--- config.mk ---
export PLATFORM = sky130hd
export DESIGN_NAME = row_fifo
export DESIGN_NICKNAME = d
export VERILOG_FILES = /design/src/source/scale_pkg.sv /design/src/source/row_fifo.sv
export SDC_FILE = /design/constraint.sdc
export NUM_CORES = 1
export LEC_CHECK = 0
export ABC_AREA = 1
export BUFFER_PORTS_ARGS = -buffer_cell sky130_fd_sc_hd__buf_2
export CAP_MARGIN = 20
export CORE_UTILIZATION = 56
export DETAILED_ROUTE_END_ITERATION = 16
export GPL_ROUTABILITY_DRIVEN = 0
export PLACE_DENSITY_LB_ADDON = 0.15
export SLEW_MARGIN = 10
export SYNTH_ARGS = -nofsm -noshare
export SYNTH_HDL_FRONTEND = slang
export SYNTH_SLANG_ARGS = --single-unit
--- constraint.sdc ---
create_clock -name clk_in2 -period 2.6 [get_ports clk_in2]
set_clock_uncertainty 0.15 [all_clocks]
set_input_delay 0.65 -clock clk_in2 [delete_from_list [all_inputs] [get_ports clk_in2]]
set_output_delay 0.65 -clock clk_in2 [all_outputs]
set_load 0.03 [all_outputs]
--- src/source/scale_pkg.sv ---
/*
 * fixed-point and line-buffer geometry of the scaler
 * positions are 16.16, weights and areas unsigned
 */
package scale_pkg;

    // fraction bits of a position
    localparam int unsigned FRAC_W = 16;
    // weight of a whole pixel
    localparam int unsigned ONE = 1 << FRAC_W;

    // integer pixel or row index
    typedef logic [10:0] coord_t;
    // accumulated 16.16 position
    typedef logic [26:0] pos_t;
    // step per destination pixel or row
    typedef logic [16:0] ratio_t;
    // 1-d weight, 0 .. ONE
    typedef logic [16:0] weight_t;
    // product of two weights
    typedef logic [33:0] area_t;

    // address distance between the two lines of one bank
    localparam int unsigned LINE_STRIDE = 1024;
    typedef logic [11:0] ram_addr_t;

endpackage

--- src/source/row_fifo.sv ---
/*
 * small synchronous FIFO of completed source row indices
 */
`timescale 1ns/1ps

module row_fifo #(
    parameter int DEPTH = 4
) (
    input  logic              clk_in2,
    input  logic              rst_n,
    input  logic              push_i,
    input  scale_pkg::coord_t push_row_i,
    input  logic              pop_i,
    output scale_pkg::coord_t head_row_o,
    output logic              empty_o,
    output logic              full_o
);

    localparam int PTR_W = (DEPTH > 1) ? $clog2(DEPTH) : 1;

    scale_pkg::coord_t    mem [DEPTH];
    logic [PTR_W-1:0]     wr_ptr;
    logic [PTR_W-1:0]     rd_ptr;
    logic [$clog2(DEPTH+1)-1:0] count;
    logic                 do_push;
    logic                 do_pop;

    // push into a full FIFO is dropped
    assign do_push = push_i & ~full_o;
    assign do_pop  = pop_i & ~empty_o;

    always_ff @(posedge clk_in2)
    begin
        if (do_push)
            mem[wr_ptr] <= push_row_i;
    end

    always_ff @(posedge clk_in2)
    begin
        if (!rst_n)
        begin
            wr_ptr <= '0;
            rd_ptr <= '0;
            count  <= '0;
        end
        else
        begin
            if (do_push)
                wr_ptr <= (wr_ptr == PTR_W'(DEPTH - 1)) ? '0 : wr_ptr + 1'b1;
            if (do_pop)
                rd_ptr <= (rd_ptr == PTR_W'(DEPTH - 1)) ? '0 : rd_ptr + 1'b1;
            // simultaneous push and pop keeps the count
            if (do_push && !do_pop)
                count <= count + 1'b1;
            else if (do_pop && !do_push)
                count <= count - 1'b1;
        end
    end

    // head visible the cycle after the push
    assign head_row_o = mem[rd_ptr];
    assign empty_o    = (count == '0);
    assign full_o     = (count == ($bits(count))'(DEPTH));

endmodule

==> impl_metrics.json <==
{
  "worst_hold_slack_ns": 0.3776,
  "min_path_type": "flip-flop to flip-flop",
  "synth.area.top_cells": "edfxtp_1 (61%), dfxtp_1 (8.4%), nor2_1 (6.6%), o21ai_1 (4.0%), ha_1 (3.5%)",
  "grt_pass1_wl_mm": 5.478,
  "netlist_area_um2": 2153,
  "slowest_stage": "dfxtp_1",
  "syn_avg_cell_area_um2": 12.03,
  "fin_crit_sh_pct": 93.08,
  "worstHoldStart": "count[0]",
  "grt_usage_pct": 18.61,
  "routed_via_density": 5.019,
  "fillCellCount": 291,
  "drt-total-wl_mm": 3.376,
  "rows": 22,
  "wire_per_inst_um": 12.89,
  "die_h_um": 64.01,
  "max_stage_delay_ns": 0.56,
  "die_w_um": 64.01,
  "cts.sinks": 53,
  "cp_cell_sequence": "buf_4, o21ai_1, o22ai_1, buf_2",
  "hold_buffers": 0,
  "drc_errors": 0,
  "antenna_found_initial": 0,
  "synth_fa_ha_area_share_pct": 4.416,
  "relSlewSlack_pct": 74.18,
  "die_area_um2": 4097,
  "layout-drive-gt1-share_pct": 21.03,
  "r2r_slack_ns": 0.60,
  "routed.top_layer": "met4",
  "post-place-ws_ns": 0.4301,
  "fin_ws_ns": 0.1799,
  "cts_root_buf": "clkbuf_8",
  "synth_most_common_cell": "edfxtp_1",
  "startpoint_type": "flip-flop",
  "ys_ff_latch": 53,
  "clk_path_buf_depth": 2,
  "synthArstFlopShare_pct": 0,
  "grt_max_degree": 23,
  "post-route-util_pct": 66.27,
  "required_ns": 1.80,
  "drt_iter0_markers": 75,
  "tns_ns": 0,
  "clock_latency_ns": 0.29,
  "grt_pass1_vias": 1298,
  "syn_nets": 201,
  "synthTopCellsByCount": "edfxtp_1 (44), nor2_1 (38), inv_1 (18), o21ai_1 (17), nand2_1 (12)",
  "drv_slew": 0,
  "place_hpwl_mm": 2.193,
  "fmaxAchievable_ghz": 0.4132,
  "met2_length_mm": 1.732,
  "power_density_nw_per_um2": 1025,
  "initial_core_util_pct": 58.82,
  "dp.cells": 254,
  "stdcell_count": 262,
  "arrival_ns": 1.62,
  "whs_path_depth": 2,
  "dpl_cell_area_um2": 2342,
  "grt-ovfl-total": 0,
  "yosys.area.top_type": "edfxtp_1",
  "synth_top_family_by_area": "simple AND/OR/NAND/NOR gates",
  "ctsResizeCount": 0,
  "yosysTopAreaCellShare_pct": 61.36,
  "reg2reg_depth": 9,
  "hold_path_end": "count[0]",
  "cts_max_level": 2,
  "tightest_slew_ns": 0.3868,
  "synthSimpleGateAreaFrac_pct": 10.75,
  "muxShareOfSynthArea_pct": 0,
  "setup_violations": 0,
  "final_area_um2": 2426,
  "port_buffers": 27,
  "synthCells": 179,
  "power_mw": 2.486,
  "cts_tree": "done",
  "synth-edff-count": 44,
  "ir_drop_mv": 0.7062,
  "synth_ff_type": "edfxtp_1",
  "final_hold_viol_count": 0,
  "ios": 28,
  "cp_max_fo": 13,
  "rsz0062_at_grt": "no",
  "numCtsBuffers": 5,
  "area_growth_pct": 12.67,
  "core_um2": 3661,
  "synth_cell_types": 21,
  "wl_met3_um": 141,
  "r2r_start": "count[1]",
  "postRouteAntennaNets": 0,
  "synthXorXnorAreaFrac_pct": 0,
  "post-cts-setup-buffers": 0,
  "nets": 235,
  "antennaDiodeCount": 0,
  "critPathKind": "flip-flop to output pin",
  "wl_met1_mm": 1.429,
  "synth_compound_area_share_pct": 9.413,
  "maxCapViolations": 0,
  "r2r-end": "count[1]",
  "vias": 1315,
  "ys_seq_area_share_pct": 69.73,
  "outcome": "completed",
  "drtPass1Iterations": 4,
  "clk_pin_slew_ns": 0.08,
  "p_leak_nw": 0.9586,
  "min_period_ns": 2.420,
  "end_kind": "output pin",
  "yosys_warnings": 0
}
[routing by layer]
layer	up-vias	GRT usage (%)
li1	680	-
met1	600	20.32
met2	28	31.38
met3	7	5.893
met4	0	11.36
met5	-	0
[flip-flops by register name, summed over array words and instances (netlist names), named ones only]
name    count
wr_ptr      2
count       3
mem        44
rd_ptr      2
[worst max-delay path: cells and delay by family (launching register included)]
kind	cells	cell delay (ns)
buffers and inverters	2	0.50
AOI/OAI and AO/OA	2	0.27
DFF	1	0.56
[layout by cell type (no fill, tap or decap), types with 2 or more instances in the layout]
cell	instances
o22ai_1	11
nor2_1	38
clkbuf_1	2
edfxtp_1	44
inv_1	18
dfxtp_1	9
nand2_2	3
a21oi_1	2
clkbuf_8	5
o21ai_0	6
ha_1	6
nand2_1	12
buf_2	27
o21ai_1	17
buf_4	6
[worst max path at each step]
| stage | cells after the start | slack (ns) | end | startpoint |
|---|---|---|---|---|
| 2_1_floorplan | 7 | 0.68 | count[1] | push_i |
| 3_3_place_gp | 8 | 0.52 | count[1] | push_i |
| 3_5_place_dp | 8 | 0.43 | count[1] | push_i |
| 4_1_cts | 4 | 0.19 | head_row_o[8] | flip-flop |
| 5_1_grt | 4 | 0.08 | head_row_o[0] | flip-flop |
| 6_report | 4 | 0.18 | head_row_o[8] | flip-flop |
[logic make-up (layout without fill, tap and decap cells)]
family / after synthesis / after routing
simple gates: 57 / 57
flops: 53 / 53
fa+ha+maj: 7 / 7
compound gates: 37 / 37
buf+inv: 25 / 60
[report_power, final]
part	total (mW)	internal [mW]	switching, mW
Clock	0.425	0.190	0.235
Sequential	1.12	1.05	0.0719
Combinational	0.940	0.293	0.647
[final cells by class]
cell class	count	area, um2	area share (%)
sequential	53	1501	61.89
multi-input combinational	101	529.3	21.82
clock buffer	7	76.32	3.146
timing repair buffer	33	180.2	7.427
clock inverter	1	7.507	0.3094
inverter	19	71.32	2.940
tap	48	60.06	2.475
Note: power is estimated with default switching activity, not from simulation.
