[config.mk]
export PLATFORM = sky130hd
export DESIGN_NAME = line_writer
export DESIGN_NICKNAME = d
export VERILOG_FILES = /design/src/source/pixel_pkg.sv /design/src/source/scale_pkg.sv /design/src/source/line_writer.sv
export SDC_FILE = /design/constraint.sdc
export NUM_CORES = 1
export LEC_CHECK = 0
export BUFFER_PORTS_ARGS = -buffer_cell sky130_fd_sc_hd__buf_4
export CORE_MARGIN = 2
export CORE_UTILIZATION = 30
export DETAILED_ROUTE_END_ITERATION = 7
export PLACE_DENSITY = 0.51
export SYNTH_ARGS = -nofsm -noshare
export SYNTH_HDL_FRONTEND = slang
export SYNTH_SLANG_ARGS = --single-unit
[constraint.sdc]
create_clock -name clk_in2 -period 1.9 [get_ports clk_in2]
set_input_delay 0.475 -clock clk_in2 [delete_from_list [all_inputs] [get_ports clk_in2]]
set_output_delay 0.475 -clock clk_in2 [all_outputs]
set_load 0.02 [all_outputs]
[src/source/pixel_pkg.sv]
/*
 * pixel format of the grey video path
 */
package pixel_pkg;

    // one grey sample
    typedef logic [7:0] pixel_t;

    // saturation limit of the blend
    localparam pixel_t PIX_MAX = 8'd255;

endpackage

[src/source/scale_pkg.sv]
/*
 * fixed-point and line-buffer geometry of the scaler
 * positions are 16.16, weights and areas unsigned
 */
package scale_pkg;

    // fraction bits of a position
    localparam int unsigned FRAC_W = 16;
    // weight of a whole pixel
    localparam int unsigned ONE = 1 << FRAC_W;

    // integer pixel or row index
    typedef logic [10:0] coord_t;
    // accumulated 16.16 position
    typedef logic [26:0] pos_t;
    // step per destination pixel or row
    typedef logic [16:0] ratio_t;
    // 1-d weight, 0 .. ONE
    typedef logic [16:0] weight_t;
    // product of two weights
    typedef logic [33:0] area_t;

    // address distance between the two lines of one bank
    localparam int unsigned LINE_STRIDE = 1024;
    typedef logic [11:0] ram_addr_t;

endpackage

[src/source/line_writer.sv]
/*
 * source line writer, counts rows and columns, writes the line banks
 * and pushes the index of every completed row
 */
`timescale 1ns/1ps

module line_writer #(
    parameter int SRC_W = 640
) (
    input  logic                 clk_in2,
    input  logic                 rst_n,
    input  logic                 in_vsync_i,
    input  logic                 in_href_i,
    input  pixel_pkg::pixel_t    in_pixel_i,
    output scale_pkg::ram_addr_t wr_addr_o,
    output pixel_pkg::pixel_t    wr_pixel_o,
    output logic                 wr_en_a_o,
    output logic                 wr_en_b_o,
    output logic                 push_o,
    output scale_pkg::coord_t    push_row_o
);

    logic              href_d;
    logic              pix_vld;
    scale_pkg::coord_t row_cnt;
    scale_pkg::coord_t col_cnt;

    assign pix_vld = in_vsync_i & in_href_i;

    // --------------------
    // row and column counters
    always_ff @(posedge clk_in2)
    begin
        if (!rst_n)
        begin
            href_d  <= 1'b0;
            row_cnt <= '0;
            col_cnt <= '0;
        end
        else
        begin
            href_d <= in_href_i;
            // row restarts outside the frame, steps on falling href
            if (!in_vsync_i)
                row_cnt <= '0;
            else if (href_d && !in_href_i)
                row_cnt <= row_cnt + 11'd1;
            if (pix_vld)
                col_cnt <= col_cnt + 11'd1;
            else
                col_cnt <= '0;
        end
    end

    // --------------------
    // write port, one cycle behind the input
    always_ff @(posedge clk_in2)
    begin
        wr_pixel_o <= in_pixel_i;
        // row bit 1 picks the line inside a bank
        wr_addr_o  <= scale_pkg::ram_addr_t'(row_cnt[1] ? scale_pkg::LINE_STRIDE : 0)
                    + scale_pkg::ram_addr_t'(col_cnt);
        push_row_o <= row_cnt;
    end

    always_ff @(posedge clk_in2)
    begin
        if (!rst_n)
        begin
            wr_en_a_o <= 1'b0;
            wr_en_b_o <= 1'b0;
            push_o    <= 1'b0;
        end
        else
        begin
            // even rows to bank a, odd rows to bank b
            wr_en_a_o <= pix_vld & ~row_cnt[0];
            wr_en_b_o <= pix_vld & row_cnt[0];
            // row done on its last column
            push_o    <= pix_vld && (col_cnt == scale_pkg::coord_t'(SRC_W - 1));
        end
    end

endmodule

==> impl_metrics.py, run 1 <==
metrics = {
    "flow_run": {
        "timing.max_cap.violations": 0,
    },
    "setup_path": {
        "crit_path_top_delay_cell": "sky130_fd_sc_hd__or4_1",
        "reg2regPathDepth": 4,
        "worstSetupEndpointType": "register",
        "critical_path_class": "register to register",
        "worst_path_largest_cell_delay_ns": 0.54,
        "timing.critical_path.fanout_max": 8,
        "startpoint_type": "register",
        "cp_data_arrival_time_ns": 1.86,
        "worst_ep_required_time_ns": 2.18,
        "path_cells": "ha_1 -> nand3b_1 -> or4_1 -> a21oi_1",
    },
    "clocking": {
        "max-clock-path-buffers": 2,
        "htree_num_levels": 3,
        "worst_setup_hold_path_clk_slew_ns": 0.07,
        "cts_hold_buf": 0,
        "clock_tree_from_tritoncts": "yes",
        "clock_insertion_delay_worst_skew_ns": 0.34,
        "cts_resized": 0,
        "clk_root_buffer_cell": "sky130_fd_sc_hd__clkbuf_8",
        "tritoncts_num_sinks": 57,
        "cts_post_setup_buffers_inserted": 0,
        "cts_inserted_buffers": 9,
    },
    "global_route": {
        "maximum_number_of_pins_on_one_net_before_global_route_repair": 12,
        "globalRouteTotalUtil_pct": 12.3,
        "vias_in_the_first_global_route": 1224,
        "grt_remaining_overflow": 0,
        "grt_first_pass_wirelength_mm": 5.59,
        "antenna_violations_before_repair": 0,
    },
    "layout": {
        "drive_gt1_share_pct": 29.3,
        "n_fill_cell": 535,
        "final_nets": 218,
        "insertedDiodeCount": 0,
        "syn2layout_area_growth_pct": 36.2,
        "final_cells": 280,
    },
    "sta": {
        "layout_min_cycle_time_ns": 1.58,
        "timing.final.hold_violations": 0,
        "post-route-period-util_pct": 83.3,
        "worst_hold_slack_ns": 0.234,
        "setup_repair_after_global_routing_missed_its_margin": "no",
        "setup_tns_ns": 0,
        "worst_slew_pin_slew_ns": 0.393,
        "setup_violations": 0,
        "final-max-slew-violation-count": 0,
        "worst_relative_slew_slack_pct": 73.7,
        "postLayoutSetupSlackWorst_ns": 0.317,
        "fmaxAchievable_ghz": 0.632,
        "finalClockSkew_ns": 0.00999,
    },
    "synth": {
        "combinational_family_with_the_most_area_after_synthesis": "simple AND/OR/NAND/NOR gates",
        "yosys_register_bits": 57,
        "synthesis.nets": 165,
        "synth_seq_area_share_pct": 66.6,
        "ys_warn_count": 0,
        "synth_xor_area_share_pct": 2.56,
        "synth.area.mux_share_pct": 1.17,
        "post_synth_and_or_nand_nor_area_fraction_pct": 16.7,
        "synth_cells": 150,
        "ys_async_sr_fraction_pct": 0,
        "netlist-cell-type-count": 28,
        "syn_avg_cell_area_um2": 11.4,
        "mappedNetlistArea_mm2": 0.00171,
        "synth_enable_flop_cells": 0,
        "synthFlopType": "sky130_fd_sc_hd__dfxtp_1",
        "synth-compound-area-share_pct": 8.77,
        "synthAdderAreaFrac_pct": 2.19,
    },
    "pwr": {
        "total_power_of_the_final_layout_uw": 2490,
        "cellPowerDensity_mw_per_mm2": 1070,
        "power.sequential.fraction_pct": 48.8,
        "reported_net_switching_power_uw": 510,
        "vdd_drop_max_mv": 0.365,
        "power_frac_clock_pct": 48.4,
        "comb_power_share_pct": 2.7,
        "leakagePower_uw": 0.000909,
        "internal_power_uw": 1980,
        "sw_frac_of_total_pct": 20.5,
    },
    "detailed_routing": {
        "routed_via_density": 4.63,
        "final_antenna_net_count": 0,
        "drc": 0,
        "wl_met3_um": 270,
        "finalWirelength_mm": 3.59,
        "wl_met2_mm": 1.68,
        "routedLengthMet1_mm": 1.47,
        "route.top_layer_used": "met4",
        "drt_first_pass_iters": 4,
        "drt_iter0_drc": 58,
        "wire_per_inst_um": 12.8,
        "via_count": 1296,
    },
    "placement": {
        "dp_slack_ns": 0.175,
        "post-place-cells": 264,
        "buffer_ports.inserted": 45,
        "place_congestion": 0.777,
        "dp.final_hpwl_mm": 2.46,
    },
    "floorplan": {
        "floorplan.die_area_mm2": 0.00633,
        "fp-row-count": 27,
        "core-area_mm2": 0.00551,
        "num_io_pins": 46,
        "fp.dieH_um": 79.6,
        "initial_standard_cell_utilization_of_the_core_pct": 31.1,
        "die_width_um": 79.6,
    },
    "min_path": {
        "hold_class": "input pin to register",
        "hold_path_depth": 1,
    },
    "run_status": {
        "status": "completed",
    },
}
## final cells by class
type | instances | area [µm²] | area share, %
flip-flops and latches | 57 | 1140 | 48.9
multi-input cells | 86 | 537 | 23.0
repair buffers | 45 | 338 | 14.5
clock buffers | 11 | 131 | 5.63
well taps | 72 | 90.1 | 3.86
clock inverters | 5 | 80.1 | 3.43
inverters | 4 | 15.0 | 0.644
## worst paths after layout
path	startpoint	end	slack (ns)
max	row_cnt[1]	row_cnt[8]	0.32
min	in_pixel_i[1]	wr_pixel_o[1]	0.23
max reg2reg	row_cnt[1]	row_cnt[8]	0.32
min reg2reg	row_cnt[10]	push_row_o[10]	0.37
## kinds of logic (layout without fill, tap and decap cells)
group / count (synthesis) / after routing
compound gates: 26 / 26
xor+xnor: 5 / 5
fa+ha+maj: 3 / 3
buf+inv: 7 / 65
flops: 57 / 57
mux: 2 / 2
simple gates: 50 / 50
## registers in the layout, summed over array words and instances (netlist names)
signal      cells
wr_en_b_o       1
col_cnt        11
row_cnt        11
wr_addr_o      12
push_o          1
push_row_o     11
wr_en_a_o       1
wr_pixel_o      8
href_d          1
## cells in the final DEF (no fill, tap or decap)
cell type and count:
sky130_fd_sc_hd__clkbuf_1 2, sky130_fd_sc_hd__nand2_1 8, sky130_fd_sc_hd__and2_1 4, sky130_fd_sc_hd__or3_2 1, sky130_fd_sc_hd__o21ai_0 5, sky130_fd_sc_hd__clkinvlp_4 2
sky130_fd_sc_hd__or4_1 8, sky130_fd_sc_hd__xor2_1 2, sky130_fd_sc_hd__nand2b_1 1, sky130_fd_sc_hd__buf_4 45, sky130_fd_sc_hd__nand3b_1 1, sky130_fd_sc_hd__and3_1 1
sky130_fd_sc_hd__or3_1 4, sky130_fd_sc_hd__nand4_1 2, sky130_fd_sc_hd__nor2_1 9, sky130_fd_sc_hd__dfxtp_1 57, sky130_fd_sc_hd__clkinv_2 1, sky130_fd_sc_hd__a21oi_1 13
sky130_fd_sc_hd__xnor2_1 3, sky130_fd_sc_hd__mux2i_1 2, sky130_fd_sc_hd__nor2b_1 1, sky130_fd_sc_hd__nand4b_1 1, sky130_fd_sc_hd__nor4_1 2, sky130_fd_sc_hd__nand3_1 5
sky130_fd_sc_hd__o31ai_1 8, sky130_fd_sc_hd__ha_1 3, sky130_fd_sc_hd__bufinv_16 2, sky130_fd_sc_hd__clkbuf_8 9, sky130_fd_sc_hd__inv_1 4, sky130_fd_sc_hd__nand3_2 1
sky130_fd_sc_hd__and4_1 1
## power by group through the flow
stage	clock network [µW]	registers, µW	logic [µW]
finish	1210	1220	67.7
global route	1280	1220	72.5
CTS	1240	1220	68.8
detailed placement	0	1240	68.6
global placement	0	1240	67.2
floorplan	0	1260	12.5
## layer usage
layer	up-vias	track usage, %
li1	638	-
met3	11	4.30
met2	45	19.4
met5	-	0
met4	0	12.9
met1	602	12.1
## through the flow
stage | cell area (µm²) | utilization, %
finish | 2330 | 42.4
global route | 2330 | 42.4
CTS | 2330 | 42.4
detailed placement | 2120 | 38.5
global placement | 2120 | 38.5
floorplan | 1710 | -
## worst max-delay path: cells and delay by family (launching register included)
| kind | cells | cell delay (ns) |
|---|---|---|
| compound gates | 1 | 0.15 |
| fa+ha+maj | 1 | 0.18 |
| flops | 1 | 0.41 |
| simple gates | 2 | 0.78 |
## synthesized netlist by cell type, types with 2 or more instances
cell type	number	area [µm²]
sky130_fd_sc_hd__dfxtp_1	57	1140
sky130_fd_sc_hd__a21oi_1	13	65.1
sky130_fd_sc_hd__nor2_1	9	33.8
sky130_fd_sc_hd__nand2_1	8	30.0
sky130_fd_sc_hd__o31ai_1	8	60.1
sky130_fd_sc_hd__or4_1	8	60.1
sky130_fd_sc_hd__nand3_1	5	25.0
sky130_fd_sc_hd__o21ai_0	5	25.0
sky130_fd_sc_hd__and2_1	4	25.0
sky130_fd_sc_hd__inv_1	4	15.0
sky130_fd_sc_hd__or3_1	4	25.0
sky130_fd_sc_hd__ha_1	3	37.5
sky130_fd_sc_hd__xnor2_1	3	26.3
sky130_fd_sc_hd__mux2i_1	2	20.0
sky130_fd_sc_hd__nand4_1	2	12.5
sky130_fd_sc_hd__nor4_1	2	12.5
sky130_fd_sc_hd__xor2_1	2	17.5
Note: power is estimated with default switching activity, not from simulation.
==> inputs of run 2 (changes only) <==
Settings changed: ABC_AREA set to 1, PLACE_DENSITY 0.51 to 0.53.
Clock period 1.9 ns to 1.4 ns, I/O delays scaled along.
==> run 2 against run 1 <==
Sequential share of layout area down 2.0 points; clock power up 11%; total power up 25%; sequential cell count unchanged; via count up 4.0%; routed wire length down 11%; first-iteration DRC count up 1.7%; global-route usage down 1.4 points; area after synthesis up 6.5%; non-clock buffer count up 1; critical endpoint is now row_cnt[10]; largest cell class unchanged; largest power group unchanged.
==> impl_metrics.py, run 2 <==
metrics = {
    "pwr": {
        "leakagePower_uw": 0.00102,
        "vdd_drop_max_mv": 0.531,
        "cellPowerDensity_mw_per_mm2": 1280,
    },
    "sta": {
        "timing.final.hold_violations": 0,
        "worst_relative_slew_slack_pct": 77.1,
        "final-max-slew-violation-count": 0,
        "setup_violations": 0,
        "finalClockSkew_ns": 0.00468,
        "setup_repair_after_global_routing_missed_its_margin": "no",
        "worst_slew_pin_slew_ns": 0.344,
        "setup_tns_ns": 0,
        "layout_min_cycle_time_ns": 1.23,
        "worst_hold_slack_ns": 0.124,
        "fmaxAchievable_ghz": 0.812,
        "postLayoutSetupSlackWorst_ns": 0.168,
        "post-route-period-util_pct": 88.0,
    },
    "synth": {
        "yosys_register_bits": 57,
        "ys_async_sr_fraction_pct": 0,
        "ys_warn_count": 0,
        "yosysTopAreaCellShare_pct": 62.6,
        "ys_top_cells_by_count": "sky130_fd_sc_hd__dfxtp_1 (57), sky130_fd_sc_hd__nor2_1 (36), sky130_fd_sc_hd__nand2_1 (35)",
        "synthFlopType": "sky130_fd_sc_hd__dfxtp_1",
        "mappedNetlistArea_mm2": 0.00182,
        "ys_top_cells_by_area": "sky130_fd_sc_hd__dfxtp_1 (63%), sky130_fd_sc_hd__nor2_1 (7.4%), sky130_fd_sc_hd__nand2_1 (7.2%), sky130_fd_sc_hd__inv_1 (3.3%), sky130_fd_sc_hd__a21oi_1 (2.2%)",
        "netlist-cell-type-count": 22,
        "synthesis.nets": 212,
        "synth_enable_flop_cells": 0,
        "synth_area_leader_cell": "sky130_fd_sc_hd__dfxtp_1",
        "syn_avg_cell_area_um2": 9.26,
        "synth_most_common_cell": "sky130_fd_sc_hd__dfxtp_1",
        "synth_cells": 197,
        "synth_seq_area_share_pct": 62.6,
    },
    "placement": {
        "place_congestion": 0.710,
        "dp_slack_ns": 0.164,
        "dp.final_hpwl_mm": 2.34,
        "post-place-cells": 317,
        "buffer_ports.inserted": 45,
        "dpl-instance-area_mm2": 0.00225,
    },
    "setup_path": {
        "worst_ep_required_time_ns": 1.66,
        "critical_path_class": "register to register",
        "r2r_path_end": "row_cnt[10]",
        "worst-r2r-setup-slack_ns": 0.17,
        "worstSetupEndpointType": "register",
        "worst_r2r_startpoint": "row_cnt[1]",
        "cp_data_arrival_time_ns": 1.50,
        "startpoint_type": "register",
        "timing.critical_path.fanout_max": 5,
        "reg2regPathDepth": 6,
    },
    "layout": {
        "final_nets": 268,
        "syn2layout_area_growth_pct": 33.3,
        "largest_register_ffs": 12,
        "layout_commonest_cell": "sky130_fd_sc_hd__dfxtp_1",
        "top_register": "wr_addr_o",
        "final_cells": 332,
        "drive_gt1_share_pct": 32.3,
        "layout.cells.most_common_list": "sky130_fd_sc_hd__dfxtp_1 (57), sky130_fd_sc_hd__buf_4 (46), sky130_fd_sc_hd__nor2_1 (36), sky130_fd_sc_hd__nand2_1 (35), sky130_fd_sc_hd__inv_1 (16)",
        "final_area_mm2": 0.00243,
        "insertedDiodeCount": 0,
        "n_fill_cell": 606,
    },
    "run_status": {
        "status": "completed",
    },
    "floorplan": {
        "num_io_pins": 46,
        "floorplan.die_area_mm2": 0.00672,
        "die_width_um": 82.0,
        "fp.dieH_um": 82.0,
        "fp-row-count": 28,
        "core-area_mm2": 0.00589,
        "initial_standard_cell_utilization_of_the_core_pct": 31.0,
    },
    "global_route": {
        "globalRouteTotalUtil_pct": 10.9,
        "grt.met3_usage_pct": 3.74,
        "grtUsageMet1_pct": 13.3,
        "grt_first_pass_wirelength_mm": 5.28,
        "grt_remaining_overflow": 0,
        "vias_in_the_first_global_route": 1203,
        "grt.met2_usage_pct": 15.0,
        "antenna_violations_before_repair": 0,
        "maximum_number_of_pins_on_one_net_before_global_route_repair": 12,
        "grt.busiest_layer": "met2",
    },
    "detailed_routing": {
        "routed_via_density": 4.06,
        "final_antenna_net_count": 0,
        "drt_iter0_drc": 59,
        "wire_per_inst_um": 9.67,
        "via_count": 1348,
        "finalWirelength_mm": 3.21,
        "drc": 0,
        "drt_first_pass_iters": 4,
    },
    "clocking": {
        "htree_num_levels": 3,
        "cts_resized": 0,
        "worst_setup_hold_path_clk_slew_ns": 0.06,
        "cts_hold_buf": 0,
        "clk_root_buffer_cell": "sky130_fd_sc_hd__clkbuf_8",
        "clock_tree_from_tritoncts": "yes",
        "clock_insertion_delay_worst_skew_ns": 0.32,
        "cts_post_setup_buffers_inserted": 0,
        "max-clock-path-buffers": 2,
        "cts_inserted_buffers": 9,
        "tritoncts_num_sinks": 57,
    },
    "min_path": {
        "hold_path_depth": 1,
        "hold_class": "input pin to register",
        "holdCritStartpoint": "in_pixel_i[2]",
        "min_to": "wr_pixel_o[2]",
    },
    "flow_run": {
        "timing.max_cap.violations": 0,
    },
}
[run 2: changes by cell type in the layout (fill, tap and decap cells not counted), moves of 4 or more]
cell	delta
sky130_fd_sc_hd__a21oi_1	-5
sky130_fd_sc_hd__inv_1	+12
sky130_fd_sc_hd__inv_2	+4
sky130_fd_sc_hd__nand2_1	+27
sky130_fd_sc_hd__nor2_1	+27
sky130_fd_sc_hd__nor2_2	+6
sky130_fd_sc_hd__o31ai_1	-8
sky130_fd_sc_hd__or3_1	-4
sky130_fd_sc_hd__or4_1	-8
[run 2: area by class of cell]
class                      count  area, µm²  share of cell area (%)
clock inverter                 3       15.0                   0.617
timing repair buffer          46        345                    14.2
sequential                    57       1140                    46.9
inverter                      20       75.1                    3.09
multi-input combinational    119        597                    24.5
tap                           75       93.8                    3.86
clock buffer                  12        165                    6.79
[run 2: worst max-delay path, stage by stage (launching register included)]
cell and delay, ns:
sky130_fd_sc_hd__dfxtp_1 0.39, sky130_fd_sc_hd__ha_1 0.26, sky130_fd_sc_hd__nand2_2 0.08, sky130_fd_sc_hd__nor2_2 0.13
sky130_fd_sc_hd__nand3_1 0.08, sky130_fd_sc_hd__and2_1 0.14, sky130_fd_sc_hd__nor2_1 0.09
[run 2: stage by stage]
stage               power (µW)  util, %
floorplan                 1740        -
global placement          1800     38.3
detailed placement        1800     38.3
CTS                       3170     41.3
global route              3260     41.3
finish                    3100     41.3
[run 2: cell families after synthesis]
| logic type | synth area share, % |
|---|---|
| fa+ha+maj | 2.06 |
| simple gates | 26.5 |
| flops | 62.6 |
| compound gates | 4.18 |
| buf+inv | 4.73 |
[run 2: worst max-delay path by stage]
stage | endpoint | slack [ns] | depth (start not counted) | from
final | row_cnt[10] | 0.17 | 6 | row_cnt[1]
after global routing | row_cnt[6] | 0.03 | 7 | row_cnt[1]
after CTS | row_cnt[10] | 0.15 | 6 | row_cnt[1]
after detailed placement | row_cnt[10] | 0.16 | 6 | row_cnt[1]
after global placement | push_o | 0.24 | 5 | rst_n
after floorplan | row_cnt[10] | 0.29 | 6 | row_cnt[0]
[run 2: layer usage]
metal	routed length (µm)	share of wire (%)
met5	0	0
met4	92	2.9
met2	1350	42
met3	195	6.1
met1	1580	49
[run 2: power by group]
part / total, µW / leakage, µW / internal (µW) / switching [µW]
logic: 109 / 0.000457 / 50.5 / 58.6
registers: 1650 / 0.000463 / 1640 / 8.68
clock network: 1340 / 0.0000980 / 766 / 577
total: 3100 / 0.00102 / 2460 / 644
