--- config.mk ---
export PLATFORM = sky130hd
export DESIGN_NAME = scale_sequencer
export DESIGN_NICKNAME = d
export VERILOG_FILES = /design/src/source/scale_pkg.sv /design/src/source/scale_sequencer.sv
export SDC_FILE = /design/constraint.sdc
export NUM_CORES = 1
export LEC_CHECK = 0
export ABC_CLOCK_PERIOD_IN_PS = 3300
export BUFFER_PORTS_ARGS = -buffer_cell sky130_fd_sc_hd__buf_2
export CAP_MARGIN = 20
export CORE_MARGIN = 3
export CORE_UTILIZATION = 53
export CTS_CLUSTER_SIZE = 14
export DETAILED_ROUTE_END_ITERATION = 7
export PLACE_DENSITY = 0.86
export SLEW_MARGIN = 20
export SYNTH_ARGS = -nofsm -noshare
export SYNTH_HDL_FRONTEND = slang
export SYNTH_SLANG_ARGS = --single-unit
--- constraint.sdc ---
create_clock -name clk_in2 -period 3.3 [get_ports clk_in2]
set_input_delay 0.33 -clock clk_in2 [delete_from_list [all_inputs] [get_ports clk_in2]]
set_output_delay 0.33 -clock clk_in2 [all_outputs]
set_load 0.1 [all_outputs]
--- src/source/scale_pkg.sv ---
/*
 * fixed-point and line-buffer geometry of the scaler
 * positions are 16.16, weights and areas unsigned
 */
package scale_pkg;

    // fraction bits of a position
    localparam int unsigned FRAC_W = 16;
    // weight of a whole pixel
    localparam int unsigned ONE = 1 << FRAC_W;

    // integer pixel or row index
    typedef logic [10:0] coord_t;
    // accumulated 16.16 position
    typedef logic [26:0] pos_t;
    // step per destination pixel or row
    typedef logic [16:0] ratio_t;
    // 1-d weight, 0 .. ONE
    typedef logic [16:0] weight_t;
    // product of two weights
    typedef logic [33:0] area_t;

    // address distance between the two lines of one bank
    localparam int unsigned LINE_STRIDE = 1024;
    typedef logic [11:0] ram_addr_t;

endpackage

--- src/source/scale_sequencer.sv ---
/*
 * destination sequencer, steps rows and columns against the buffered
 * source rows and issues 16.16 source positions with framing
 */
`timescale 1ns/1ps

module scale_sequencer #(
    parameter int                SRC_H   = 480,
    parameter int                DST_W   = 640,
    parameter int                DST_H   = 480,
    parameter scale_pkg::ratio_t X_RATIO = 17'h10000,
    parameter scale_pkg::ratio_t Y_RATIO = 17'h10000
) (
    input  logic              clk_in2,
    input  logic              rst_n,
    input  logic              empty_i,
    input  scale_pkg::coord_t head_row_i,
    output logic              pop_o,
    output scale_pkg::pos_t   x_pos_o,
    output scale_pkg::pos_t   y_pos_o,
    output logic              seq_href_o,
    output logic              seq_vsync_o
);

    typedef enum logic [2:0] {
        S_IDLE,
        S_ROW_CHK,
        S_EMIT,
        S_ROW_ADV,
        S_POP
    } state_t;

    state_t            state;
    scale_pkg::pos_t   x_acc;
    scale_pkg::pos_t   y_acc;
    scale_pkg::coord_t x_cnt;
    scale_pkg::coord_t y_cnt;
    logic              restart;
    logic              row_ready;
    logic              x_last;
    logic              frame_done;

    // head 0 starts a new destination frame
    assign restart    = (state == S_IDLE) && !empty_i && (head_row_i == '0);
    // both source rows of y are buffered, or no more rows will come
    assign row_ready  = ({1'b0, y_acc[26:16]} + 12'd1 <= {1'b0, head_row_i})
                     || (head_row_i == scale_pkg::coord_t'(SRC_H - 1));
    assign x_last     = (x_cnt == scale_pkg::coord_t'(DST_W - 1));
    assign frame_done = (y_cnt == scale_pkg::coord_t'(DST_H));

    // --------------------
    // FSM
    always_ff @(posedge clk_in2)
    begin
        if (!rst_n)
            state <= S_IDLE;
        else
        begin
            case (state)
                S_IDLE:
                begin
                    // rows after a finished frame are just dropped
                    if (!empty_i)
                        state <= (head_row_i != '0 && frame_done) ? S_POP : S_ROW_CHK;
                end
                S_ROW_CHK:
                    state <= row_ready ? S_EMIT : S_POP;
                S_EMIT:
                begin
                    if (x_last)
                        state <= S_ROW_ADV;
                end
                S_ROW_ADV:
                    state <= (y_cnt == scale_pkg::coord_t'(DST_H - 1)) ? S_POP : S_ROW_CHK;
                S_POP:
                    state <= S_IDLE;
                default:
                    state <= S_IDLE;
            endcase
        end
    end

    // --------------------
    // vertical position, count starts out of frame
    always_ff @(posedge clk_in2)
    begin
        if (!rst_n)
        begin
            y_acc <= '0;
            y_cnt <= scale_pkg::coord_t'(DST_H);
        end
        else if (restart)
        begin
            y_acc <= '0;
            y_cnt <= '0;
        end
        else if (state == S_ROW_ADV)
        begin
            y_acc <= y_acc + Y_RATIO;
            y_cnt <= y_cnt + 11'd1;
        end
    end

    // horizontal position, one step per emitted pixel
    always_ff @(posedge clk_in2)
    begin
        if (!rst_n || state != S_EMIT)
        begin
            x_acc <= '0;
            x_cnt <= '0;
        end
        else
        begin
            x_acc <= x_acc + X_RATIO;
            x_cnt <= x_cnt + 11'd1;
        end
    end

    // frame level, rises with pixel 0 of row 0
    always_ff @(posedge clk_in2)
    begin
        if (!rst_n)
            seq_vsync_o <= 1'b0;
        else if (state == S_ROW_CHK && row_ready && y_cnt == '0)
            seq_vsync_o <= 1'b1;
        else if (state == S_EMIT && x_last && y_cnt == scale_pkg::coord_t'(DST_H - 1))
            seq_vsync_o <= 1'b0;
    end

    assign pop_o      = (state == S_POP);
    assign seq_href_o = (state == S_EMIT);
    assign x_pos_o    = x_acc;
    assign y_pos_o    = y_acc;

endmodule

==> metrics.txt, run 1 <==
outcome finished, final reports clean; Crit path required time 3.54 ns; flop2flop setup slack 0.41 ns; Total Neg Setup Slack 0 ns; Inserted Clock Buffers 5; Port-buffer cells 38; # nets final 409; syn_area_per_cell 8.20 um^2; CTS Root Cell clkbuf_8; CP most frequent cell nand3_1; first-pass GRT wire length 9450 um; worst reg2reg path depth 11; dpl ws 0.421 ns; Startpoint Class register; dpl hpwl 4350 um; Final Hold Viols 0; register area share after synthesis 34.2%; WHS 0.290 ns; Final WS setup 0.413 ns; Vias 2248; total gr overflow 0; placed cells 439; die extent in x 78.8 um; Mapped Cells 343; initial antenna violation count 0; Crit Path Class register to register; routed len/inst 12.7 um; row count 25; clk_lat worst skew 0.31 ns; hold path endpoint y_cnt[7]; post-layout minimum cycle time 2.89 ns; Worst path max stage delay 0.39 ns; main flop type after synthesis dfxtp_1; drt first-iter violations 136; Setup Fix Bufs, Post-CTS 0; Leak 1.30 nW; share of layout cells above drive strength 1 15.3%; ant diodes 0; vias in the first global route 2159; clock-pin slew on the worst setup and hold paths 0.10 ns; Slew HR 56.8%; CP arrival 3.13 ns; Max-cap violations 0; Bufs on Longest Clock Path 2; R2R Path End state[2]; Placer Congestion 0.813; area of the die 6210 um^2; Detailed Route WL 5660 um; Crit Path Max Fanout 6; highest clock rate 346 MHz; Worst Hold Depth 2; Setup crit end kind register; synth-to-layout area growth 9.08%; Routed Antenna Nets 0; worst path cell trace ha_1 > nand3_1 > nor2_1 > nand3_1 > xnor2_1 > ha_1 > nand3_1 > a2111oi_2 > o31ai_1 > or3_1 > a31oi_1; final setup violation count 0; Post-synth ARST share 0%; H-tree levels 2; class of the worst hold path primary input to register; max-slew violations 0; Power Dens Cells 423 nW/um^2; largest net degree at the start of global routing 21; Synth warnings 0; Post-CTS Resized 0; Worst-Margin Slew 0.646 ns; worst vdd ir 0.492 mV; Initial Util 57.2%; final cell count without fillers 447; CTS tree done; min-delay src rst_n; RR Startpoint y_pos_o[16]; Final Skew 0.0113 ns; clk sink count 48; final worst path period share 87.5%; RSZ-0062 raised after global routing false; Via-to-Cell Ratio 5.03; #FFs+latches synth 48; GR Util All Layers 19.0%; core area 4910 um^2; slowest CP cell dfxtp_2; synthesized area 2810 um^2; number of synthesized flops with an enable pin 0; Post-route DRC 0; # IOs 71; post-synthesis cell type count 40; drt pass-1 iters 4; Die H 78.8 um; number of fill cells 415; post-layout total power 0.00130 W; hold buffers post-CTS 0
## layer usage
metal | up-vias | track usage, % | wire [um] | part of all wire [%]
li1 | 1152 | - | - | -
met1 | 1045 | 21.4 | 2360 | 42
met2 | 45 | 36.1 | 3000 | 53
met3 | 6 | 3.06 | 224 | 4.0
met4 | 0 | 6.19 | 79 | 1.4
met5 | - | 0 | 0 | 0
## cells in the mapped netlist, drive strengths merged (2+ instances only)
cell | n | area [um^2]
nor2 | 56 | 210
dfxtp | 48 | 961
buf | 36 | 263
xnor2 | 25 | 219
nand2 | 23 | 86.3
nand3 | 22 | 110
xor2 | 19 | 166
ha | 16 | 200
inv | 16 | 60.1
a21oi | 12 | 60.1
nand4 | 10 | 77.6
o21ai | 10 | 61.3
nor3 | 8 | 45.0
or3 | 7 | 43.8
and3 | 4 | 25.0
clkbuf | 4 | 15.0
nor2b | 3 | 18.8
nor4 | 3 | 18.8
or4 | 3 | 26.3
nand2b | 2 | 12.5
nand3b | 2 | 15.0
o211ai | 2 | 15.0
## worst max-delay path: cells and delay by family (launching register included)
kind,cells,cell delay [ns]
adder cells (fa/ha/maj),2,0.53
AO/OA/AOI/OAI,3,0.66
XOR/XNOR,1,0.16
flip-flops,1,0.39
AND/OR/NAND/NOR,5,1.08
## logic make-up after synthesis
kind of cell / Yosys count / synth area share [%]
adders and majority gates: 16 / 7.12
xor gates and xnor gates: 44 / 13.7
DFF: 48 / 34.2
AOI/OAI and AO/OA: 30 / 6.72
other: 1 / 0.133
buffers and inverters: 56 / 12.0
and+or+nand+nor: 148 / 26.1
## report_power, final
group,switching [W],internal [W]
Clock,0.000211,0.000305
Sequential,0.00000112,0.000579
Combinational,0.000187,0.0000149
Total,0.000399,0.000899
## state kept, by name, indices dropped and copies added, names as in the netlist
signal / cells
seq_vsync_o: 1
x_cnt: 11
y_cnt: 11
state: 3
x_pos_o: 11
y_pos_o: 11
## placed cells by master, fill, tap and decap left out, types with 3 or more instances in the layout
cell,instances
nor2_1,56
dfxtp_1,44
buf_2,38
conb_1,32
xnor2_1,25
nand2_1,23
nand3_1,22
xor2_1,19
inv_1,16
ha_1,16
a21oi_1,12
nand4_1,9
o21ai_0,8
or3_1,7
nor3_1,7
clkbuf_8,5
and3_1,4
dfxtp_2,4
nor4_1,3
nor2b_1,3
## metrics by stage
step | util (%) | cell area, um^2
after floorplan | - | 2930
after global placement | 59.6 | 2930
after detailed placement | 59.6 | 2930
after CTS | 62.4 | 3070
after global routing | 62.4 | 3070
final | 62.4 | 3070
## final cells by class
cell class	instances	area [um^2]	area share, %
Clock inverter	3	68.8	2.24
Timing Repair Buffer	38	190	6.20
Inverter	16	60.1	1.96
Tap cell	67	83.8	2.73
Clock buffer	5	68.8	2.24
Multi-Input combinational cell	270	1630	53.1
Sequential cell	48	966	31.5
## worst max-delay path by stage
stage,start,to,slack (ns),cells after the start
2_1_floorplan,y_pos_o[20],state[2],0.08,10
3_3_place_gp,y_pos_o[16],state[2],0.51,11
3_5_place_dp,y_pos_o[16],state[2],0.42,11
4_1_cts,y_pos_o[16],state[2],0.40,11
5_1_grt,y_pos_o[16],state[2],0.11,11
6_report,y_pos_o[16],state[2],0.41,11
(Power assumes the default switching activity.)
==> run 2: changes to the inputs <==
ABC_AREA = 1   (was not set)
CORE_UTILIZATION = 54   (was 53)
PLACE_DENSITY = 0.87   (was 0.86)
==> run 2 against run 1 <==
Net effect: clock skew fell by 0.0049 ns; cell area rose by 2.4%; clock power fell by 30%; register-to-register slack improved by 0.27 ns; via count rose by 18%; global-route usage fell by 0.17 points; critical path depth rose by 5; power rose by 17%; worst hold slack got worse by 0.022 ns; count of clock-buffer cells in the layout rose by 1; worst setup slack improved by 0.27 ns; critical endpoint is now seq_vsync_o.
==> metrics.txt, run 2 <==
Bufs on Longest Clock Path 2; largest net degree at the start of global routing 16; outcome finished, final reports clean; clk_lat worst skew 0.30 ns; Initial Util 56.3%; Seq. cell area 961 um^2; worst vdd ir 0.209 mV; Setup Fix Bufs, Post-CTS 0; class of the worst hold path primary input to register; Crit Path Class register to register; Total Neg Setup Slack 0 ns; Worst-Margin Slew 0.575 ns; most frequent cells in the layout nand2_1, inv_1, dfxtp_1; highest clock rate 382 MHz; sw frac 43.3%; final worst path period share 79.4%; synth-to-layout area growth 7.82%; flop2flop setup slack 0.68 ns; Crit Path Max Fanout 5; Routed Antenna Nets 0; drt first-iter violations 160; share of layout cells above drive strength 1 12.6%; clk sink count 48; dpl hpwl 4590 um; routed len/inst 11.0 um; clock-pin slew on the worst setup and hold paths 0.09 ns; sequential share of power 42.5%; Final Skew 0.00641 ns; Port-buffer cells 38; # nets final 490; Leak 1.47 nW; main flop type after synthesis dfxtp_1; post-synthesis mux area share 0%; first-pass GRT wire length 9710 um; Post-CTS Resized 0; post-layout minimum cycle time 2.62 ns; clock power share 23.8%; row count 26; syn_area_per_cell 6.94 um^2; register area share after synthesis 33.0%; H-tree levels 2; # IOs 71; most instantiated cells after synthesis nand2_1, inv_1, dfxtp_1; Crit path required time 3.54 ns; Setup crit end kind register; post-synthesis adder-cell area fraction 6.87%; post-synthesis cell type count 33; min-delay src rst_n; CTS tree done; commonest non-fill, non-tap cell in the layout nand2_1; placed cells 523; max-slew violations 0; number of fill cells 452; area share of the largest cell type after synthesis 33.0%; GR Util All Layers 18.8%; switching power 0.000655 W; Synth Area in Simple Gates 29.2%; Max-cap violations 0; cell taking the most area after synthesis dfxtp_1; number of synthesized flops with an enable pin 0; Placer Congestion 0.906; Vias 2642; Slew HR 61.6%; RR Startpoint y_pos_o[16]; #FFs+latches synth 48; synthesized area 2910 um^2; area of the die 6310 um^2; area of the multi-input gates 1560 um^2; complex-gate fraction of the synthesized area 9.45%; vias in the first global route 2297; total gr overflow 0; Via-to-Cell Ratio 4.98; Power Dens Cells 482 nW/um^2; Mapped Cells 420; core area 5170 um^2; Synth warnings 0; post-layout total power 0.00151 W; leading post-synthesis cells by cell area dfxtp_1, nand2_1, buf_4; RSZ-0062 raised after global routing false; Post-synth ARST share 0%; drt pass-1 iters 5; ant diodes 0; Final Hold Viols 0; Startpoint Class register; Detailed Route WL 5830 um; cell-internal power 0.000859 W; largest family of logic cells by synthesized area simple AND/OR/NAND/NOR gates; WHS 0.268 ns; final cell count without fillers 530; post-synthesis xor/xnor area fraction 3.61%; hold buffers post-CTS 0; CP arrival 2.86 ns; die extent in x 79.4 um; CTS Root Cell clkbuf_8; power share of the combinational group 33.8%; CP startpoint y_pos_o[16]; Inserted Clock Buffers 5; top-count cell post-synth nand2_1; initial antenna violation count 0; Post-route DRC 0; final setup violation count 0; Die H 79.4 um
run 2: changes by cell type in the layout (fill, tap and decap cells not counted), moves of 4 or more:
cell / delta
nand2_1: +51
inv_1: +46
xnor2_1: -21
nor3_1: +17
a21oi_1: +16
nor2_1: -12
xor2_1: -11
o21ai_0: +9
or3_1: -7
dfxtp_1: +4
dfxtp_2: -4
run 2: power by group through the flow:
stage          registers, W  clock network, W  logic, W
6_report           0.000643          0.000360  0.000511
5_1_grt            0.000648          0.000389  0.000549
4_1_cts            0.000642          0.000367  0.000511
3_5_place_dp       0.000656                 0  0.000510
3_3_place_gp       0.000653                 0  0.000502
2_1_floorplan      0.000731                 0  0.000397
run 2: final cells by class:
cell class	instances	area share [%]
timing repair buffer	39	6.29
clock buffer	6	2.63
tap	70	2.79
clock inverter	1	0.279
sequential	48	30.6
inverter	66	7.89
multi-input combinational	300	49.5
run 2: metal layers:
metal  vias to the layer above  share of wire [%]  wire (um)  GRT usage [%]
li1                       1359                  -          -              -
met1                      1196                 45       2650           23.5
met2                        78                 49       2850           33.4
met3                         9                4.6        269           2.93
met4                         0                1.1         63           5.15
met5                         -                  0          0              0
run 2: critical path, stage by stage (launching register included):
cell and delay [ns]:
dfxtp_1 0.43, ha_1 0.23, nand2_1 0.07, nor3_1 0.23, nand2_1 0.14, nor3_1 0.22, xnor2_1 0.17, inv_1 0.07
ha_1 0.29, and3_1 0.18, nand3_1 0.09, nand2_1 0.05, inv_1 0.04, nand2_1 0.06, nand2_1 0.09, nand3_1 0.07
a21oi_1 0.13
run 2: kinds of logic (layout without fill, tap and decap cells):
| logic type | count (synthesis) | count (layout) |
|---|---|---|
| adder cells (fa/ha/maj) | 16 | 16 |
| other | 1 | 32 |
| XOR/XNOR | 12 | 12 |
| flip-flops | 48 | 48 |
| AO/OA/AOI/OAI | 52 | 52 |
| buffers and inverters | 103 | 112 |
| AND/OR/NAND/NOR | 188 | 188 |
run 2: stage by stage:
stage / util, % / area, um^2 / setup WS [ns]
4_1_cts: 60.7 / 3140 / 0.703
3_5_place_dp: 59.0 / 3050 / 0.720
5_1_grt: 60.7 / 3140 / 0.429
6_report: 60.7 / 3140 / 0.679
3_3_place_gp: 59.0 / 3050 / 0.906
2_1_floorplan: - / 3030 / 0.210
run 2: path summary, 6_finish.rpt:
kind | depth (start not counted) | to
max | 16 | seq_vsync_o
min | 2 | y_cnt[7]
max reg2reg | 16 | seq_vsync_o
min reg2reg | 1 | x_cnt[0]
==> run 3: changes to the inputs <==
ABC_CLOCK_PERIOD_IN_PS = 2350   (was 3300)
CORE_UTILIZATION = 49   (was 54)
PLACE_DENSITY = 0.83   (was 0.87)
clock period = 2.35 ns   (was 3.3 ns; I/O delays follow)
==> run 3 against run 2 <==
Net effect: clock power up 73%; die area up 9.4%; worst setup slack worse by 0.58 ns; wire length up 8.6%; non-clock buffer count up 4; first-iteration DRC count up 14%; combinational power up 47%; maximum frequency up 16%; sequential power up 41%; via count up 0.42%; utilization down 2.1 points; power up 50%; critical path type unchanged; critical endpoint unchanged.
==> metrics.txt, run 3 (same netlist as run 2, synthesis figures left out) <==
outcome finished, final reports clean; slowest CP cell dfxtp_4; H-tree levels 2; worst reg2reg path depth 16; dpl hpwl 4800 um; clock-pin slew on the worst setup and hold paths 0.10 ns; area of the die 6910 um^2; Placer Congestion 0.933; Total Neg Setup Slack 0 ns; post-route cell area 3300 um^2; Critical Path Stages 16; Vias 2653; drt first-iter violations 183; Startpoint Class register; core area 5640 um^2; Die H 83.1 um; highest clock rate 444 MHz; post-layout minimum cycle time 2.25 ns; Worst path max stage delay 0.39 ns; critical path endpoint seq_vsync_o; GR Util All Layers 17.9%; Post-DP Area 3130 um^2; total gr overflow 0; Max-cap violations 0; worst path cell trace ha_4 > nand2_2 > nor3_4 > nand2_2 > nor3_2 > xnor2_1 > inv_1 > ha_4 > and3_4 > nand3_1 > nand2_1 > inv_1 > nand2_1 > nand2_1 > nand3_1 > a21oi_1; routed len/inst 11.8 um; Setup crit end kind register; Final WS setup 0.0995 ns; dpl ws 0.0553 ns; Crit path required time 2.55 ns; largest net degree at the start of global routing 17; CTS tree done; initial antenna violation count 0; R2R Path End seq_vsync_o; CP arrival 2.45 ns; ant diodes 0; Core Util, Final 58.6%; final cell count without fillers 537; Crit Path Max Fanout 5; Via-to-Cell Ratio 4.94; max-slew violations 0; Initial Util 51.6%; Power Dens Cells 689 nW/um^2; worst vdd ir 0.398 mV; Crit Path Class register to register; CP startpoint y_pos_o[16]; share of layout cells above drive strength 1 18.5%; flop2flop setup slack 0.1 ns; RR Startpoint y_pos_o[16]; final setup violation count 0; placed cells 528; Final Skew 0.00498 ns; synth-to-layout area growth 13.4%; first-pass GRT wire length 10600 um; CP most frequent cell nand2_1; worst path bufs/invs 2; final worst path period share 95.8%; CP top delay family simple AND/OR/NAND/NOR gates; Routed Antenna Nets 0; CTS Root Cell clkbuf_8; clk_lat worst skew 0.30 ns; RSZ-0062 raised after global routing true; drt pass-1 iters 4; Final Hold Viols 0; Leak 1.53 nW; Port-buffer cells 38; # nets final 494; row count 27; hold buffers post-CTS 0; Bufs on Longest Clock Path 2; Post-route DRC 0; vias in the first global route 2500; commonest non-fill, non-tap cell in the layout nand2_1; most frequent cells in the layout nand2_1, inv_1, nor2_1; # IOs 71; Inserted Clock Buffers 5; clk sink count 48; die extent in x 83.1 um; class of the worst hold path primary input to register; Detailed Route WL 6330 um
## run 3: how the worst min path moves through the flow
stage | startpoint | to | slack, ns | depth (start not counted)
after floorplan | rst_n | y_cnt[5] | 0.30 | 1
after global placement | x_cnt[0] | x_cnt[0] | 0.43 | 1
after detailed placement | x_cnt[0] | x_cnt[0] | 0.45 | 1
after CTS | rst_n | y_cnt[6] | 0.16 | 2
after global routing | rst_n | y_cnt[7] | 0.16 | 2
final | rst_n | y_cnt[7] | 0.16 | 2
## run 3: metrics by stage
step / hold slack (ns) / total power (W)
CTS: 0.157 / 0.00228
floorplan: 0.304 / 0.00160
global placement: 0.430 / 0.00164
global route: 0.160 / 0.00239
finish: 0.163 / 0.00228
detailed placement: 0.445 / 0.00166
## run 3: area by class of cell
type	instances	area [um^2]
clock buffer	5	68.8
clock inverter	3	45.0
fill	511	2340
inverter	66	248
multi-input combinational	300	1640
sequential	48	988
tap	72	90.1
timing repair buffer	43	228
## run 3: report_power, final
part	switching (W)	total (W)	internal [W]	leakage, nW
clock network	0.000300	0.000622	0.000322	0.0591
registers	0.0000542	0.000906	0.000852	0.395
logic	0.000613	0.000749	0.000136	1.07
## run 3: worst reg2reg max path, stage by stage, from the launching register on
cell	delay (ns)
dfxtp_4	0.39
ha_4	0.15
nand2_2	0.07
nor3_4	0.13
nand2_2	0.09
nor3_2	0.13
xnor2_1	0.17
inv_1	0.12
ha_4	0.28
and3_4	0.18
nand3_1	0.08
nand2_1	0.07
inv_1	0.04
nand2_1	0.06
nand2_1	0.06
nand3_1	0.07
a21oi_1	0.06
## run 3: layer usage
metal / wire length, um / GRT usage [%] / part of all wire (%) / up-vias
met1: 2720 / 21.8 / 43 / 1184
met3: 489 / 4.07 / 7.7 / 8
li1: - / - / - / 1365
met5: 0 / 0 / 0 / -
met4: 68 / 4.75 / 1.1 / 0
met2: 3050 / 31.7 / 48 / 96
## run 3: timing repair
item | in CTS | in global routing
setup endpoints to repair | 0 | 3
gates resized for setup | 0 | 12
setup buffers | 0 | 1
